===== src/design/alu_ops_pkg.sv =====
// alu data word and opcodes
`default_nettype none

package alu_ops_pkg;

  localparam int word_bits = 64;
  localparam int half_bits = 32;

  typedef logic [word_bits-1:0] word_t;
  typedef logic [4:0] op_t;

  // arithmetic
  localparam op_t op_add64 = 5'd0;
  localparam op_t op_add32 = 5'd1;
  localparam op_t op_sub64 = 5'd2;
  localparam op_t op_sub32 = 5'd3;

  // bitwise
  localparam op_t op_and64 = 5'd4;
  localparam op_t op_and32 = 5'd5;
  localparam op_t op_or64 = 5'd6;
  localparam op_t op_or32 = 5'd7;
  localparam op_t op_xor64 = 5'd8;
  localparam op_t op_xor32 = 5'd9;
  localparam op_t op_xnor64 = 5'd10;
  localparam op_t op_xnor32 = 5'd11;

  localparam op_t op_mov64 = 5'd12;
  localparam op_t op_mov32 = 5'd13;
  localparam op_t op_zxt8 = 5'd14;
  localparam op_t op_zxt16 = 5'd15;
  localparam op_t op_sxt8 = 5'd16;
  localparam op_t op_sxt16 = 5'd17;
  localparam op_t op_sxt32 = 5'd18;
  localparam op_t op_cmov = 5'd19;   // b if cond holds, else a
  localparam op_t op_cset = 5'd20;
  // 21..31 unused

endpackage

`default_nettype wire


===== src/design/alu_flags_pkg.sv =====
// alu flag word and condition codes
`default_nettype none

package alu_flags_pkg;

  typedef logic [5:0] flags_t;  // C O A S Z P
  typedef logic [3:0] cond_t;

  localparam int flag_c = 5;
  localparam int flag_o = 4;
  localparam int flag_a = 3;
  localparam int flag_s = 2;
  localparam int flag_z = 1;
  localparam int flag_p = 0;

  localparam cond_t cond_z = 4'd0;
  localparam cond_t cond_nz = 4'd1;
  localparam cond_t cond_s = 4'd2;
  localparam cond_t cond_ns = 4'd3;
  // unsigned, C read as borrow
  localparam cond_t cond_ugt = 4'd4;
  localparam cond_t cond_ule = 4'd5;
  localparam cond_t cond_uge = 4'd6;
  localparam cond_t cond_ult = 4'd7;
  localparam cond_t cond_sgt = 4'd8;
  localparam cond_t cond_sle = 4'd9;
  localparam cond_t cond_sge = 4'd10;
  localparam cond_t cond_slt = 4'd11;
  localparam cond_t cond_o = 4'd12;
  localparam cond_t cond_no = 4'd13;
  localparam cond_t cond_p = 4'd14;
  localparam cond_t cond_always = 4'd15;

endpackage

`default_nettype wire


===== src/design/cond_eval.sv =====
// condition code evaluation
`timescale 1ns/1ps
`default_nettype none

module cond_eval (
  input  wire alu_flags_pkg::flags_t flags,
  input  wire alu_flags_pkg::cond_t  cond,
  output logic                       taken
);
  import alu_flags_pkg::*;

  logic c, o, s, z, p;
  logic lt;  // signed less than

  assign c = flags[flag_c];
  assign o = flags[flag_o];
  assign s = flags[flag_s];
  assign z = flags[flag_z];
  assign p = flags[flag_p];
  assign lt = s ^ o;

  always_comb begin
    case (cond)
      cond_z:      taken = z;
      cond_nz:     taken = !z;
      cond_s:      taken = s;
      cond_ns:     taken = !s;
      cond_ugt:    taken = !c && !z;
      cond_ule:    taken = c || z;
      cond_uge:    taken = !c;
      cond_ult:    taken = c;
      cond_sgt:    taken = !lt && !z;
      cond_sle:    taken = lt || z;
      cond_sge:    taken = !lt;
      cond_slt:    taken = lt;
      cond_o:      taken = o;
      cond_no:     taken = !o;
      cond_p:      taken = p;
      default:     taken = 1'b1;  // cond_always
    endcase
  end

endmodule

`default_nettype wire


===== src/design/add_sub_unit.sv =====
// add and sub unit
`timescale 1ns/1ps
`default_nettype none

module add_sub_unit (
  input  wire alu_ops_pkg::op_t     op,
  input  wire alu_ops_pkg::word_t   a,
  input  wire alu_ops_pkg::word_t   b,
  output logic                      hit,
  output alu_ops_pkg::word_t        sum,
  output alu_flags_pkg::flags_t     flags
);
  import alu_ops_pkg::*;
  import alu_flags_pkg::*;

  logic is_add, is_sub, is_half;
  word_t b_in;
  word_t raw;
  logic [4:0] lo_sum;               // bits 3..0
  logic [half_bits-4:0] mid_sum;    // bits 31..4
  logic [half_bits:0] hi_sum;       // bits 63..32
  logic c4, c32, c64;
  logic top_a, top_b, top_r, carry_top;

  assign is_add = (op == op_add64) || (op == op_add32);
  assign is_sub = (op == op_sub64) || (op == op_sub32);
  assign is_half = (op == op_add32) || (op == op_sub32);
  assign hit = is_add || is_sub;

  // a + ~b + 1 for sub
  assign b_in = is_sub ? ~b : b;

  // split adder so the carries out of bits 3, 31 and 63 are visible
  assign lo_sum = {1'b0, a[3:0]} + {1'b0, b_in[3:0]} + {4'b0, is_sub};
  assign c4 = lo_sum[4];
  assign mid_sum = {1'b0, a[half_bits-1:4]} + {1'b0, b_in[half_bits-1:4]}
                   + {{(half_bits-4){1'b0}}, c4};
  assign c32 = mid_sum[half_bits-4];
  assign hi_sum = {1'b0, a[word_bits-1:half_bits]} + {1'b0, b_in[word_bits-1:half_bits]}
                  + {{half_bits{1'b0}}, c32};
  assign c64 = hi_sum[half_bits];
  assign raw = {hi_sum[half_bits-1:0], mid_sum[half_bits-5:0], lo_sum[3:0]};

  assign sum = is_half ? {{half_bits{1'b0}}, raw[half_bits-1:0]} : raw;

  assign top_a = is_half ? a[half_bits-1] : a[word_bits-1];
  assign top_b = is_half ? b_in[half_bits-1] : b_in[word_bits-1];
  assign top_r = is_half ? raw[half_bits-1] : raw[word_bits-1];
  assign carry_top = is_half ? c32 : c64;

  always_comb begin
    flags = '0;
    flags[flag_c] = carry_top ^ is_sub;  // borrow on sub
    flags[flag_o] = (top_a == top_b) && (top_r != top_a);
    flags[flag_a] = c4 ^ is_sub;
    flags[flag_s] = top_r;
    flags[flag_z] = (sum == '0);
    flags[flag_p] = ~^raw[7:0];
  end

endmodule

`default_nettype wire


===== src/design/logic_move_unit.sv =====
// bitwise, move and conditional unit
`timescale 1ns/1ps
`default_nettype none

module logic_move_unit (
  input  wire alu_ops_pkg::op_t       op,
  input  wire alu_flags_pkg::cond_t   cond,
  input  wire alu_flags_pkg::flags_t  flags_in,
  input  wire alu_ops_pkg::word_t     a,
  input  wire alu_ops_pkg::word_t     b,
  output logic                        hit,
  output logic                        sets_flags,
  output alu_ops_pkg::word_t          value,
  output alu_flags_pkg::flags_t       flags
);
  import alu_ops_pkg::*;
  import alu_flags_pkg::*;

  logic taken;
  logic is_bitwise;
  logic is_half;

  function automatic word_t lo_half(input word_t w);
    lo_half = {{half_bits{1'b0}}, w[half_bits-1:0]};
  endfunction

  cond_eval cond0 (
    .flags (flags_in),
    .cond  (cond),
    .taken (taken)
  );

  assign is_bitwise = (op >= op_and64) && (op <= op_xnor32);
  assign is_half = (op == op_and32) || (op == op_or32) || (op == op_xor32)
                   || (op == op_xnor32);

  always_comb begin
    hit = 1'b1;
    case (op)
      op_and64:  value = a & b;
      op_and32:  value = lo_half(a & b);
      op_or64:   value = a | b;
      op_or32:   value = lo_half(a | b);
      op_xor64:  value = a ^ b;
      op_xor32:  value = lo_half(a ^ b);
      op_xnor64: value = ~(a ^ b);
      op_xnor32: value = lo_half(~(a ^ b));
      op_mov64:  value = b;
      op_mov32:  value = lo_half(b);
      op_zxt8:   value = word_t'(b[7:0]);
      op_zxt16:  value = word_t'(b[15:0]);
      op_sxt8:   value = {{(word_bits-8){b[7]}}, b[7:0]};
      op_sxt16:  value = {{(word_bits-16){b[15]}}, b[15:0]};
      op_sxt32:  value = {{half_bits{b[half_bits-1]}}, b[half_bits-1:0]};
      op_cmov:   value = taken ? b : a;
      op_cset:   value = word_t'(taken);
      default: begin
        value = '0;  // arithmetic or unused code
        hit = 1'b0;
      end
    endcase
  end

  assign sets_flags = is_bitwise;

  always_comb begin
    flags = flags_in;  // moves leave the flags alone
    if (is_bitwise) begin
      flags = '0;
      flags[flag_s] = is_half ? value[half_bits-1] : value[word_bits-1];
      flags[flag_z] = (value == '0);
      flags[flag_p] = ~^value[7:0];
    end
  end

endmodule

`default_nettype wire


===== src/design/result_stage.sv =====
// result select and output register
`timescale 1ns/1ps
`default_nettype none

module result_stage (
  input  wire                         clk,
  input  wire                         rst,
  input  wire                         in_valid,
  input  wire                         arith_hit,
  input  wire alu_ops_pkg::word_t     arith_value,
  input  wire alu_flags_pkg::flags_t  arith_flags,
  input  wire                         lm_hit,
  input  wire                         lm_sets_flags,
  input  wire alu_ops_pkg::word_t     lm_value,
  input  wire alu_flags_pkg::flags_t  lm_flags,
  input  wire alu_flags_pkg::flags_t  flags_in,
  output logic                        out_valid,
  output alu_ops_pkg::word_t          result,
  output alu_flags_pkg::flags_t       flags_out,
  output logic                        flags_wr
);
  import alu_ops_pkg::*;
  import alu_flags_pkg::*;

  word_t sel_value;
  flags_t sel_flags;
  logic sel_wr;

  // units decode disjoint opcode sets
  always_comb begin
    if (arith_hit) begin
      sel_value = arith_value;
      sel_flags = arith_flags;
      sel_wr = 1'b1;  // arithmetic always writes flags
    end else if (lm_hit) begin
      sel_value = lm_value;
      sel_flags = lm_flags;
      sel_wr = lm_sets_flags;
    end else begin
      sel_value = '0;   // unused opcode
      sel_flags = flags_in;
      sel_wr = 1'b0;
    end
  end

  always_ff @(posedge clk) begin
    if (rst) begin
      out_valid <= 1'b0;
      flags_wr <= 1'b0;
      result <= '0;
      flags_out <= '0;
    end else begin
      out_valid <= in_valid;
      flags_wr <= in_valid && sel_wr;
      if (in_valid) begin
        result <= sel_value;
        flags_out <= sel_flags;
      end
    end
  end

endmodule

`default_nettype wire


===== src/design/int_alu.sv =====
// integer alu top level
`timescale 1ns/1ps
`default_nettype none

module int_alu (
  input  wire                         clk,
  input  wire                         rst,
  input  wire                         in_valid,
  input  wire alu_ops_pkg::op_t       op,
  input  wire alu_flags_pkg::cond_t   cond,
  input  wire alu_ops_pkg::word_t     a,
  input  wire alu_ops_pkg::word_t     b,
  input  wire alu_flags_pkg::flags_t  flags_in,
  output logic                        out_valid,
  output alu_ops_pkg::word_t          result,
  output alu_flags_pkg::flags_t       flags_out,
  output logic                        flags_wr
);
  import alu_ops_pkg::*;
  import alu_flags_pkg::*;

  logic arith_hit;
  word_t arith_value;
  flags_t arith_flags;
  logic lm_hit;
  logic lm_sets_flags;
  word_t lm_value;
  flags_t lm_flags;

  add_sub_unit arith0 (
    .op    (op),
    .a     (a),
    .b     (b),
    .hit   (arith_hit),
    .sum   (arith_value),
    .flags (arith_flags)
  );

  logic_move_unit lm0 (
    .op         (op),
    .cond       (cond),
    .flags_in   (flags_in),
    .a          (a),
    .b          (b),
    .hit        (lm_hit),
    .sets_flags (lm_sets_flags),
    .value      (lm_value),
    .flags      (lm_flags)
  );

  result_stage rs0 (
    .clk           (clk),
    .rst           (rst),
    .in_valid      (in_valid),
    .arith_hit     (arith_hit),
    .arith_value   (arith_value),
    .arith_flags   (arith_flags),
    .lm_hit        (lm_hit),
    .lm_sets_flags (lm_sets_flags),
    .lm_value      (lm_value),
    .lm_flags      (lm_flags),
    .flags_in      (flags_in),
    .out_valid     (out_valid),
    .result        (result),
    .flags_out     (flags_out),
    .flags_wr      (flags_wr)
  );

endmodule

`default_nettype wire


===== config.mk =====
export PLATFORM = sky130hd
export DESIGN_NAME = int_alu
export DESIGN_NICKNAME = d
export VERILOG_FILES = /design/src/design/alu_ops_pkg.sv /design/src/design/alu_flags_pkg.sv /design/src/design/cond_eval.sv /design/src/design/add_sub_unit.sv /design/src/design/logic_move_unit.sv /design/src/design/result_stage.sv /design/src/design/int_alu.sv
export SDC_FILE = /design/constraint.sdc
export NUM_CORES = 1
export LEC_CHECK = 0
export ABC_AREA = 1
export ABC_CLOCK_PERIOD_IN_PS = 6100
export BUFFER_PORTS_ARGS = -buffer_cell sky130_fd_sc_hd__buf_4
export CAP_MARGIN = 0
export CORE_MARGIN = 2
export CORE_UTILIZATION = 54
export DETAILED_ROUTE_END_ITERATION = 8
export PLACE_DENSITY = 0.8
export SYNTH_ARGS = -nofsm -noshare
export SYNTH_HDL_FRONTEND = slang
export SYNTH_SLANG_ARGS = --single-unit

===== constraint.sdc =====
create_clock -name clk -period 6.1 [get_ports clk]
set_input_delay 1.22 -clock clk [delete_from_list [all_inputs] [get_ports clk]]
set_output_delay 1.22 -clock clk [all_outputs]
set_load 0.02 [all_outputs]

# Yosys cells after proc, flatten, opt, wreduce, memory -nomap -nowiden
# Cells that the tools add are included.
[totals] regBits=72 latchBits=0 ramBits=0 romBits=0 input_bits=146 output_inout_bits=72 wordCells=100 n_memories=0
[op_classes] addsub=6 multipliers=0 div=0 order_cmp=2 n_eq_ne=36 shifts=0 mux=18 bitwise_logic=8 reduce_logical=26
[op_table] op="$pmux W64 S17" count=1
[op_table] op="$mux W64" count=5
[op_table] op="$logic_not A64 Y1" count=2
[op_table] op="$not A64 Y64" count=2
[op_table] op="$and A64 B64 Y64" count=1
[op_table] op="$or A64 B64 Y64" count=1
[op_table] op="$xor A64 B64 Y64" count=1
[op_table] op="$eq A5 B4 Y1 const B" count=8
[op_table] op="$add A32 B32 Y33" count=1
[op_table] op="$add A33 B1 Y33" count=1
[op_table] op="$add A28 B28 Y29" count=1
[op_table] op="$add A29 B1 Y29" count=1
[op_table] op="$eq A4 B4 Y1 const B" count=7
[op_table] op="$eq A5 B5 Y1 const B" count=5
[op_table] op="$eq A5 B3 Y1 const B" count=4
[op_table] op="$mux W6" count=3
[op_table] op="$reduce_or A17 Y1" count=1
[op_table] op="$eq A4 B3 Y1 const B" count=4
[op_table] op="$reduce_xnor A8 Y1" count=2
[op_table] op="$pmux W1 S15" count=1
[op_table] op="$eq A5 B2 Y1 const B" count=2
[op_table] op="$logic_or A1 B1 Y1" count=9
[op_table] op="$eq A4 B2 Y1 const B" count=2
[op_table] op="$mux W1" count=8
[op_table] op="other kinds (13)" count=23

# Logic depth before layout (Yosys ltp)
# Gate-level depths: netlist (run 1).
[logic_depth] depth_word=11 ltp_mapped=42 depth_no_buf=39

# Modules after synthesis
# From an unflattened synthesis (run 1), not the netlist that was laid out.
[unflattened] hier_cells=3044 area_unflattened_um2=16299.4
[modules_own_cells] mod="logic_move_unit" n_inst=1 cells_per_inst=1433 area_each_um2=7195.7 seq_area_each_um2=0.0
[modules_own_cells] mod="add_sub_unit" n_inst=1 cells_per_inst=1144 area_each_um2=5794.3 seq_area_each_um2=0.0
[modules_own_cells] mod="result_stage" n_inst=1 cells_per_inst=421 area_each_um2=3101.7 seq_area_each_um2=1441.4
[modules_own_cells] mod="cond_eval" n_inst=1 cells_per_inst=46 area_each_um2=207.7 seq_area_each_um2=0.0

# Worst setup path before layout (run 1)
# Ideal clock, no wire load.
[synth_path] path_kind="in2reg" from="input op[4]" to="register rs0.result[62]" setup_time_ps=132 arrival_time_ps=6389 required_time_ps=5968 slack_ps=-421 cell_stages=38 n_path_buf=3 cell_sequence="buf_2 -> inv_2 -> nand2_1 -> nor2_1 -> buf_2 -> buf_2 -> xor2_1 -> fa_1 -> a31oi_1 -> inv_1 -> fa_1 -> fa_1 -> nand3_1 -> nand2_1 -> nand3_1 -> nand3_1 -> inv_1 -> o21ai_0 -> [... 2 more ...] -> fa_1 -> inv_1 -> nand2_1 -> nand2_1 -> nand3_1 -> nand2_1 -> nand2_1 -> nand3_1 -> nand2_1 -> nand2_1 -> nand3_1 -> nand2_1 -> nand2_1 -> nand3b_1 -> nand3_1 -> nor2_1 -> o21ai_0 -> a21oi_1"
[synth_via] elab_chain_len=9 word_cells_on_any_way=38 cone_classes="add/sub: 6; eq/ne: 20; mux: 6; reduce/logical: 6"
[synth_rtl] item="start, declared" line="int_alu.sv:9" text="input wire alu_ops_pkg::op_t op,"
[synth_rtl] item="$eq A5 B2 Y1 (on tied branches)" line="add_sub_unit.sv:26, add_sub_unit.sv:27"
[synth_rtl] item="$logic_or A1 B1 Y1" line="add_sub_unit.sv:26" text="assign is_sub = (op == op_sub64) || (op == op_sub32);"
[synth_rtl] item="$mux W64" line="add_sub_unit.sv:31" text="assign b_in = is_sub ? ~b : b;"
[synth_rtl] item="$add A4 B4 Y5" line="add_sub_unit.sv:34" text="assign lo_sum = {1'b0, a[3:0]} + {1'b0, b_in[3:0]} + {4'b0, is_sub};"
[synth_rtl] item="$add A5 B1 Y5" line="add_sub_unit.sv:34"
[synth_rtl] item="$add A29 B1 Y29" line="add_sub_unit.sv:37" text="+ {{(half_bits-4){1'b0}}, c4};"
[synth_rtl] item="$add A33 B1 Y33" line="add_sub_unit.sv:40" text="+ {{half_bits{1'b0}}, c32};"
[synth_rtl] item="$mux W64" line="add_sub_unit.sv:44" text="assign sum = is_half ? {{half_bits{1'b0}}, raw[half_bits-1:0]} : raw;"
[synth_rtl] item="$mux W64 *" line="result_stage.sv:31" text="if (arith_hit) begin"
[synth_rtl] item="end signal, assigned" line="result_stage.sv:56" text="result <= sel_value;"
[synth_rtl] item="end, declared" line="result_stage.sv:18" text="output alu_ops_pkg::word_t result,"
# Mark *: on every way between the ends. The rest lies on a longest branch, timed or not.
# A chain may end at the register's enable or synchronous reset.

# Worst setup path in the final report (run 1)
[layout_path] from="input op[3]" to="register rs0.result[62]"
# Same word-level chain as after synthesis.

==> out/qor.txt, run 1 <==
Status -> finished, final reports clean
Clk sink count -> 72
Syn Inst Count -> 2373
Port Buffers -> 217
Fin worst setup slack -> 0.175 ns
MaxCap Viol Count -> 0
Met3 usage -> 0.0568
First-pass GRT wire length -> 84.4 mm
Initial Utilization -> 0.549
WL final -> 55.0 mm
Vias -> 17.4k
DRT antenna net count -> 0
Setup slack after placement -> -0.470 ns
Critical path class -> primary input to flip-flop
DR vias/cell -> 5.85
Residual DRC count -> 0
Max Fclk -> 169 MHz
Final Slew Violations -> 0
Chip width -> 164 um
Arrival time at the worst endpoint -> 6.20 ns
Slew headroom -> 0.213
Register area share after synthesis -> 0.104
Crit share post-route -> 0.971
Max stage delay on crit path -> 0.43 ns
RSZ-0062 raised after global routing -> yes
Yosys cell types -> 50
Clock Path Buffers -> 2
P_leak -> 9.16 nW
P per Cell Area -> 159 nW/um^2
CTS tree -> done
Grt peak-use layer -> met2
Setup_tns -> 0 ns
Row Count -> 58
Async set-reset flop share out of synthesis -> 0
Die Ht -> 164 um
Antenna violations before repair -> 1
Largest net degree at the start of global routing -> 68
Root buffer cell -> clkbuf_16
Final GP Congestion -> 0.978
Final core occ -> 0.668
HP Class -> flip-flop to flip-flop
Design area -> 16800 um^2
I/O pin total -> 218
Crit path capture type -> flip-flop
DP Area -> 16300 um^2
Diode count -> 0
Number of global-route vias before repair -> 16.2k
Post-DP HPWL -> 41.7 mm
Worst skew pair latency -> 0.35 ns
CTS Buf Count -> 9
WL/cell -> 18.5 um
Max VDD drop -> 0.135 mV
Final hold vios -> 0
Core area -> 25200 um^2
Die Footprint -> 26900 um^2
Min Hold Slack -> 0.466 ns
Inst Count DP -> 2942
DR iter-0 viols -> 1794
Worst path slowest cell -> fa_2
GRT met2 Usage -> 0.653
Filler-free cell count of the finished design -> 2969
Crit Path Max Fanout -> 4
Detailed-router iteration count before antenna repair -> 8
CP Launch Type -> primary input
Final nets -> 2982
Clock period minus worst slack -> 5.93 ns
Post-synth EDFFs -> 0
Share of layout cells above drive strength 1 -> 0.167
#FFs+latches synth -> 72
Pwr Total -> 2.68 mW
Max Clock Skew -> 0 ns
GRT Util Overall -> 0.396
Routing usage on met1 -> 0.499
Most used DFF post-synth -> dfxtp_1
GRT overflow -> 0
CP Data Required Time -> 6.38 ns
Synthesis-to-layout area growth -> 21.8%
Synth Area per Inst -> 5.82 um^2
Worst slew pin tran -> 1.18 ns
Max H-tree Level -> 3
Syn_nets -> 2721
Final setup vio count -> 0
Synth Warn # -> 0
Cell area after synthesis -> 13800 um^2
Worst-path clk slew -> 0.07 ns
[layer usage]
layer,vias up,wire (um)
met2,924,24800
met5,-,8
met4,2,3040
met1,7925,22400
met3,234,4770
li1,8288,-
[state kept, by name, summed over array words and instances, names as in the netlist]
register	flops
rs0.out_valid	1
rs0.result	64
rs0.flags_out	6
rs0.flags_wr	1
[cell type report]
class / instances / area, um^2
Tap cell: 330 / 413
Sequential cell: 72 / 1440
Multi-Input combinational cell: 1891 / 10900
Fill cell: 2401 / 8350
Clock buffer: 9 / 225
Clock inverter: 7 / 87.6
Inverter: 312 / 1170
Timing Repair Buffer: 348 / 2630
[placed cells by master (no fill, tap or decap), types with 3 or more instances in the layout]
cell type  netlist  layout
o21ai_1         10      14
nor2_2           0       3
nand4_1         18      18
o221ai_1        27      27
o2111ai_1       15      15
a21o_1           4       4
o21a_1          12      12
nand3_1        180     175
a21oi_1        185     184
ha_1           197     197
o21bai_1         3       3
o21ai_0        114     108
nand3_2          0       5
inv_1          294     290
clkinv_1         3       3
nor3_1          28      27
nor2_1         255     247
nand2_2          6      14
fa_2             0       5
buf_4            6     345
inv_6            0       3
clkbuf_16        0       9
o211ai_1        39      39
a211oi_1         3       3
or2_2            5       5
dfxtp_1         72      72
xnor2_1         10      10
nand3b_1        13      13
nand2_1        655     647
mux2_2           7       7
nor2_4           0       5
a31oi_1          5       4
inv_2           14      18
xor2_1          73      72
[power breakdown]
part	internal [mW]	switching (mW)	total (mW)
combinational	0.603	0.960	1.56
clock	0.326	0.274	0.600
sequential	0.500	0.0183	0.518
total	1.43	1.25	2.68
[cell families (layout without fill, tap and decap cells)]
kind of cell,after synthesis,count (layout),synth area share
buffers and inverters,410,676,0.121
AOI/OAI and AO/OA,430,430,0.184
muxes,7,7,0.00570
adders and majority gates,202,202,0.186
xor gates and xnor gates,83,83,0.0526
and+or+nand+nor,1169,1169,0.347
DFF,72,72,0.104
[worst paths after layout]
check                                 from                             to  slack [ns]  cells past startpoint
max                                  op[3]    rs0.result[62]$_SDFFE_PP0P_        0.17                     39
min            rs0.result[13]$_SDFFE_PP0P_    rs0.result[13]$_SDFFE_PP0P_        0.47                      2
max reg2reg  rs0.flags_out[1]$_SDFFE_PP0P_  rs0.flags_out[1]$_SDFFE_PP0P_        5.31                      2
min reg2reg    rs0.result[13]$_SDFFE_PP0P_    rs0.result[13]$_SDFFE_PP0P_        0.47                      2
[synth_stat cells, drive strengths merged (29+ instances only)]
cell / instances / area (um^2)
buf: 53 / 327
xor2: 73 / 639
a21oi: 186 / 935
o211ai: 39 / 293
nor3: 29 / 150
o221ai: 29 / 267
ha: 197 / 2460
clkbuf: 45 / 169
inv: 309 / 1160
nor2: 255 / 957
o21ai: 125 / 629
nand2: 662 / 2510
nand3: 180 / 901
dfxtp: 72 / 1440
[timing repair]
action | in CTS | in global routing
resized for setup | 3 | 36
buffers inserted | 1 | 10
endpoints found under the setup margin | 5 | 20
hold buffers | 0 | 0
pin swaps | 1 | 30
[worst max-delay path: cells and delay by family]
kind | cells | cell delay, ns
buf+inv | 5 | 0.38
fa+ha+maj | 5 | 1.72
compound gates | 4 | 0.52
simple gates | 24 | 2.20
xor+xnor | 1 | 0.16
No activity file was read; power rests on OpenSTA's default activity.
==> run 2: changes to the inputs <==
--- a/config.mk
+++ b/config.mk
@@ -5,7 +5,7 @@
 export SDC_FILE = /design/constraint.sdc
 export NUM_CORES = 1
 export LEC_CHECK = 0
-export ABC_AREA = 1
+export ABC_AREA = 0
 export ABC_CLOCK_PERIOD_IN_PS = 6100
 export BUFFER_PORTS_ARGS = -buffer_cell sky130_fd_sc_hd__buf_4
 export CAP_MARGIN = 0
==> run 2 against run 1 <==
Effect of this change:
- the flow now finishes with violations (setup timing)
- total power increased by 19%
- largest power group unchanged
- count of clock-buffer cells in the layout increased by 1
- flip-flop and latch count unchanged
- sequential power increased by 3%
- core utilization increased by 8.9 points
- fmax decreased by 20%
- non-clock buffer count increased by 147
- cell count decreased by 17%
- clock power increased by 18%
- hold slack improved by 0.017 ns
- sequential share of layout area decreased by 0.48 points
==> out/qor.txt, run 2 <==
P_leak -> 8.13 nW (-11%)
Failing checks -> setup timing
Critical path class -> primary input to flip-flop
Cell area after synthesis -> 13000 um^2 (-6.3%)
Slew headroom -> 0.266 (+0.0524)
Post-synth top cells -> ha_1 (197), inv_1 (155), nor2_1 (147), xnor2_1 (116), a21oi_1 (101)
#FFs+latches synth -> 72 (unchanged)
Top post-synthesis cells by area -> ha_1 (19%), dfxtp_1 (11%), xnor2_1 (7.8%), inv_1 (4.5%), nor2_1 (4.3%)
Antenna violations before repair -> 2 (+1)
Filler-free cell count of the finished design -> 2456 (-17%)
Crit path capture type -> flip-flop
Post-DP HPWL -> 45.5 mm (+9.2%)
Chip width -> 159 um (-3.1%)
Status -> finished, violations left
CTS tree -> done
Largest Register -> rs0.result
Final nets -> 2479 (-17%)
Syn Inst Count -> 1743 (-27%)
Largest net degree at the start of global routing -> 90 (+32%)
Most common cell in the netlist -> ha_1
GRT Util Overall -> 0.457 (+0.0608)
Final hold vios -> 0 (unchanged)
Worst slew pin tran -> 1.10 ns (-0.0787 ns)
Max Fclk -> 135 MHz (-20%)
Register area share after synthesis -> 0.111 (+0.00698)
P per Cell Area -> 179 nW/um^2 (+12%)
WL final -> 60.6 mm (+10%)
Max stage delay on crit path -> 0.48 ns (+0.05 ns)
Async set-reset flop share out of synthesis -> 0 (unchanged)
Clk sink count -> 72 (unchanged)
Row Count -> 56 (-3.4%)
Crit share post-route -> 1.21 (+0.240)
Clock Path Buffers -> 2 (unchanged)
Post-synth EDFFs -> 0 (unchanged)
Worst-path clk slew -> 0.06 ns (about the same)
WL/cell -> 24.7 um (+33%)
Fin worst setup slack -> -1.29 ns (-1.46 ns)
DR iter-0 viols -> 2290 (+28%)
Residual DRC count -> 0 (unchanged)
Share of layout cells above drive strength 1 -> 0.304 (+0.136)
Arrival time at the worst endpoint -> 7.69 ns (+1.49 ns)
Clock period minus worst slack -> 7.39 ns (+1.46 ns)
CP Data Required Time -> 6.40 ns (+0.02 ns)
I/O pin total -> 218 (unchanged)
Detailed-router iteration count before antenna repair -> 7 (-1)
Commonest non-fill, non-tap cells in the layout -> buf_4 (468), ha_1 (197), inv_1 (154)
Worst path slowest cell -> a2111oi_2
RSZ-0062 raised after global routing -> yes
Max H-tree Level -> 3 (unchanged)
Final GP Congestion -> 1.07 (+9.2%)
Largest register FFs -> 64 (unchanged)
Area share of the largest cell type after synthesis -> 0.190 (+0.0119)
First-pass GRT wire length -> 90.9 mm (+7.7%)
Yosys cell types -> 80 (+60%)
Synth Area per Inst -> 7.43 um^2 (+28%)
Inst Count DP -> 2404 (-18%)
Die Footprint -> 25200 um^2 (-6.1%)
Design area -> 17800 um^2 (+5.9%)
Min Hold Slack -> 0.482 ns (+0.0165 ns)
Vias -> 16.7k (-3.9%)
Final setup vio count -> 32 (+32)
CP Launch Type -> primary input
DR vias/cell -> 6.80 (+16%)
Syn_nets -> 2091 (-23%)
Initial Utilization -> 0.550 (+0.00138)
GRT overflow -> 0 (unchanged)
CTS Buf Count -> 9 (unchanged)
Port Buffers -> 217 (unchanged)
Synth Warn # -> 0 (unchanged)
MaxCap Viol Count -> 0 (unchanged)
DRT antenna net count -> 0 (unchanged)
Root buffer cell -> clkbuf_16
DP Area -> 16400 um^2 (+0.63%)
Crit Path Max Fanout -> 4 (unchanged)
Most used DFF post-synth -> dfxtp_1
HP Class -> flip-flop to flip-flop
Final Slew Violations -> 0 (unchanged)
Max VDD drop -> 0.151 mV (+12%)
Max Clock Skew -> 0 ns (unchanged)
Commonest non-fill, non-tap cell in the layout -> buf_4
Core area -> 23500 um^2 (-6.5%)
Number of global-route vias before repair -> 15.9k (-2.1%)
Leading area contributor after synthesis -> ha_1
CP most frequent cell -> fa_2
Worst skew pair latency -> 0.35 ns (about the same)
Biggest registers after layout -> rs0.result x64, rs0.flags_out x6
Die Ht -> 159 um (-3.1%)
Synthesis-to-layout area growth -> 37.5%
[run 2: what timing repair did]
item                       in CTS  in global routing
setup buffers                  44                 10
setup endpoints to repair      33                 35
gates resized for setup        92                 67
hold buffers                    0                  0
pin swaps                      73                 60
[run 2: worst max-delay path, delay by kind of cell]
family | cells | cell delay, ns
AO/OA/AOI/OAI | 14 | 2.68
AND/OR/NAND/NOR | 8 | 1.37
buffers and inverters | 4 | 0.46
adder cells (fa/ha/maj) | 5 | 1.67
XOR/XNOR | 2 | 0.29
[run 2: area by class of cell]
type | instances | area (um^2)
Multi-Input combinational cell | 1397 | 11200
Sequential cell | 72 | 1440
Timing Repair Buffer | 495 | 3820
Clock inverter | 5 | 129
Tap cell | 319 | 399
Antenna cell | 2 | 5.00
Fill cell | 1804 | 5730
Clock buffer | 10 | 239
Inverter | 156 | 586
[run 2: final timing paths]
kind,start,end,slack (ns),cells past startpoint
worst min register to register,rs0.flags_out[3]$_SDFFE_PP0P_,rs0.flags_out[3]$_SDFFE_PP0P_,0.48,2
worst min-delay path,rs0.flags_out[3]$_SDFFE_PP0P_,rs0.flags_out[3]$_SDFFE_PP0P_,0.48,2
worst max-delay path,op[4],rs0.flags_out[1]$_SDFFE_PP0P_,-1.29,33
worst max register to register,rs0.flags_out[1]$_SDFFE_PP0P_,rs0.flags_out[1]$_SDFFE_PP0P_,3.62,10
[run 2: per-layer routing]
metal	share of wire	up-vias	GRT usage
met3	0.11	303	0.0841
met1	0.38	7827	0.571
met2	0.44	1237	0.724
li1	-	7323	-
met4	0.074	0	0.293
met5	0	-	0
[run 2: cell families after synthesis]
logic type,share of synthesized area
AOI/OAI and AO/OA,0.330
and+or+nand+nor,0.170
buffers and inverters,0.0847
adders and majority gates,0.198
xor gates and xnor gates,0.0967
DFF,0.111
muxes,0.00927
[run 2: where the power goes]
| group | internal, mW | leakage (nW) | switching [mW] |
|---|---|---|---|
| registers | 0.507 | 0.597 | 0.0283 |
| logic | 0.865 | 7.35 | 1.09 |
| clock network | 0.452 | 0.179 | 0.254 |
[run 2: stage by stage]
stage / util / setup slack (ns) / power (mW) / setup TNS (ns)
after floorplan: - / -1.53 / 1.49 / -31.03
after global placement: 0.698 / -1.70 / 2.21 / -32.49
after detailed placement: 0.698 / -1.94 / 2.23 / -37.94
after CTS: 0.742 / -1.12 / 3.05 / -18.88
after global routing: 0.757 / -1.44 / 3.31 / -30.10
final: 0.757 / -1.29 / 3.19 / -24.62
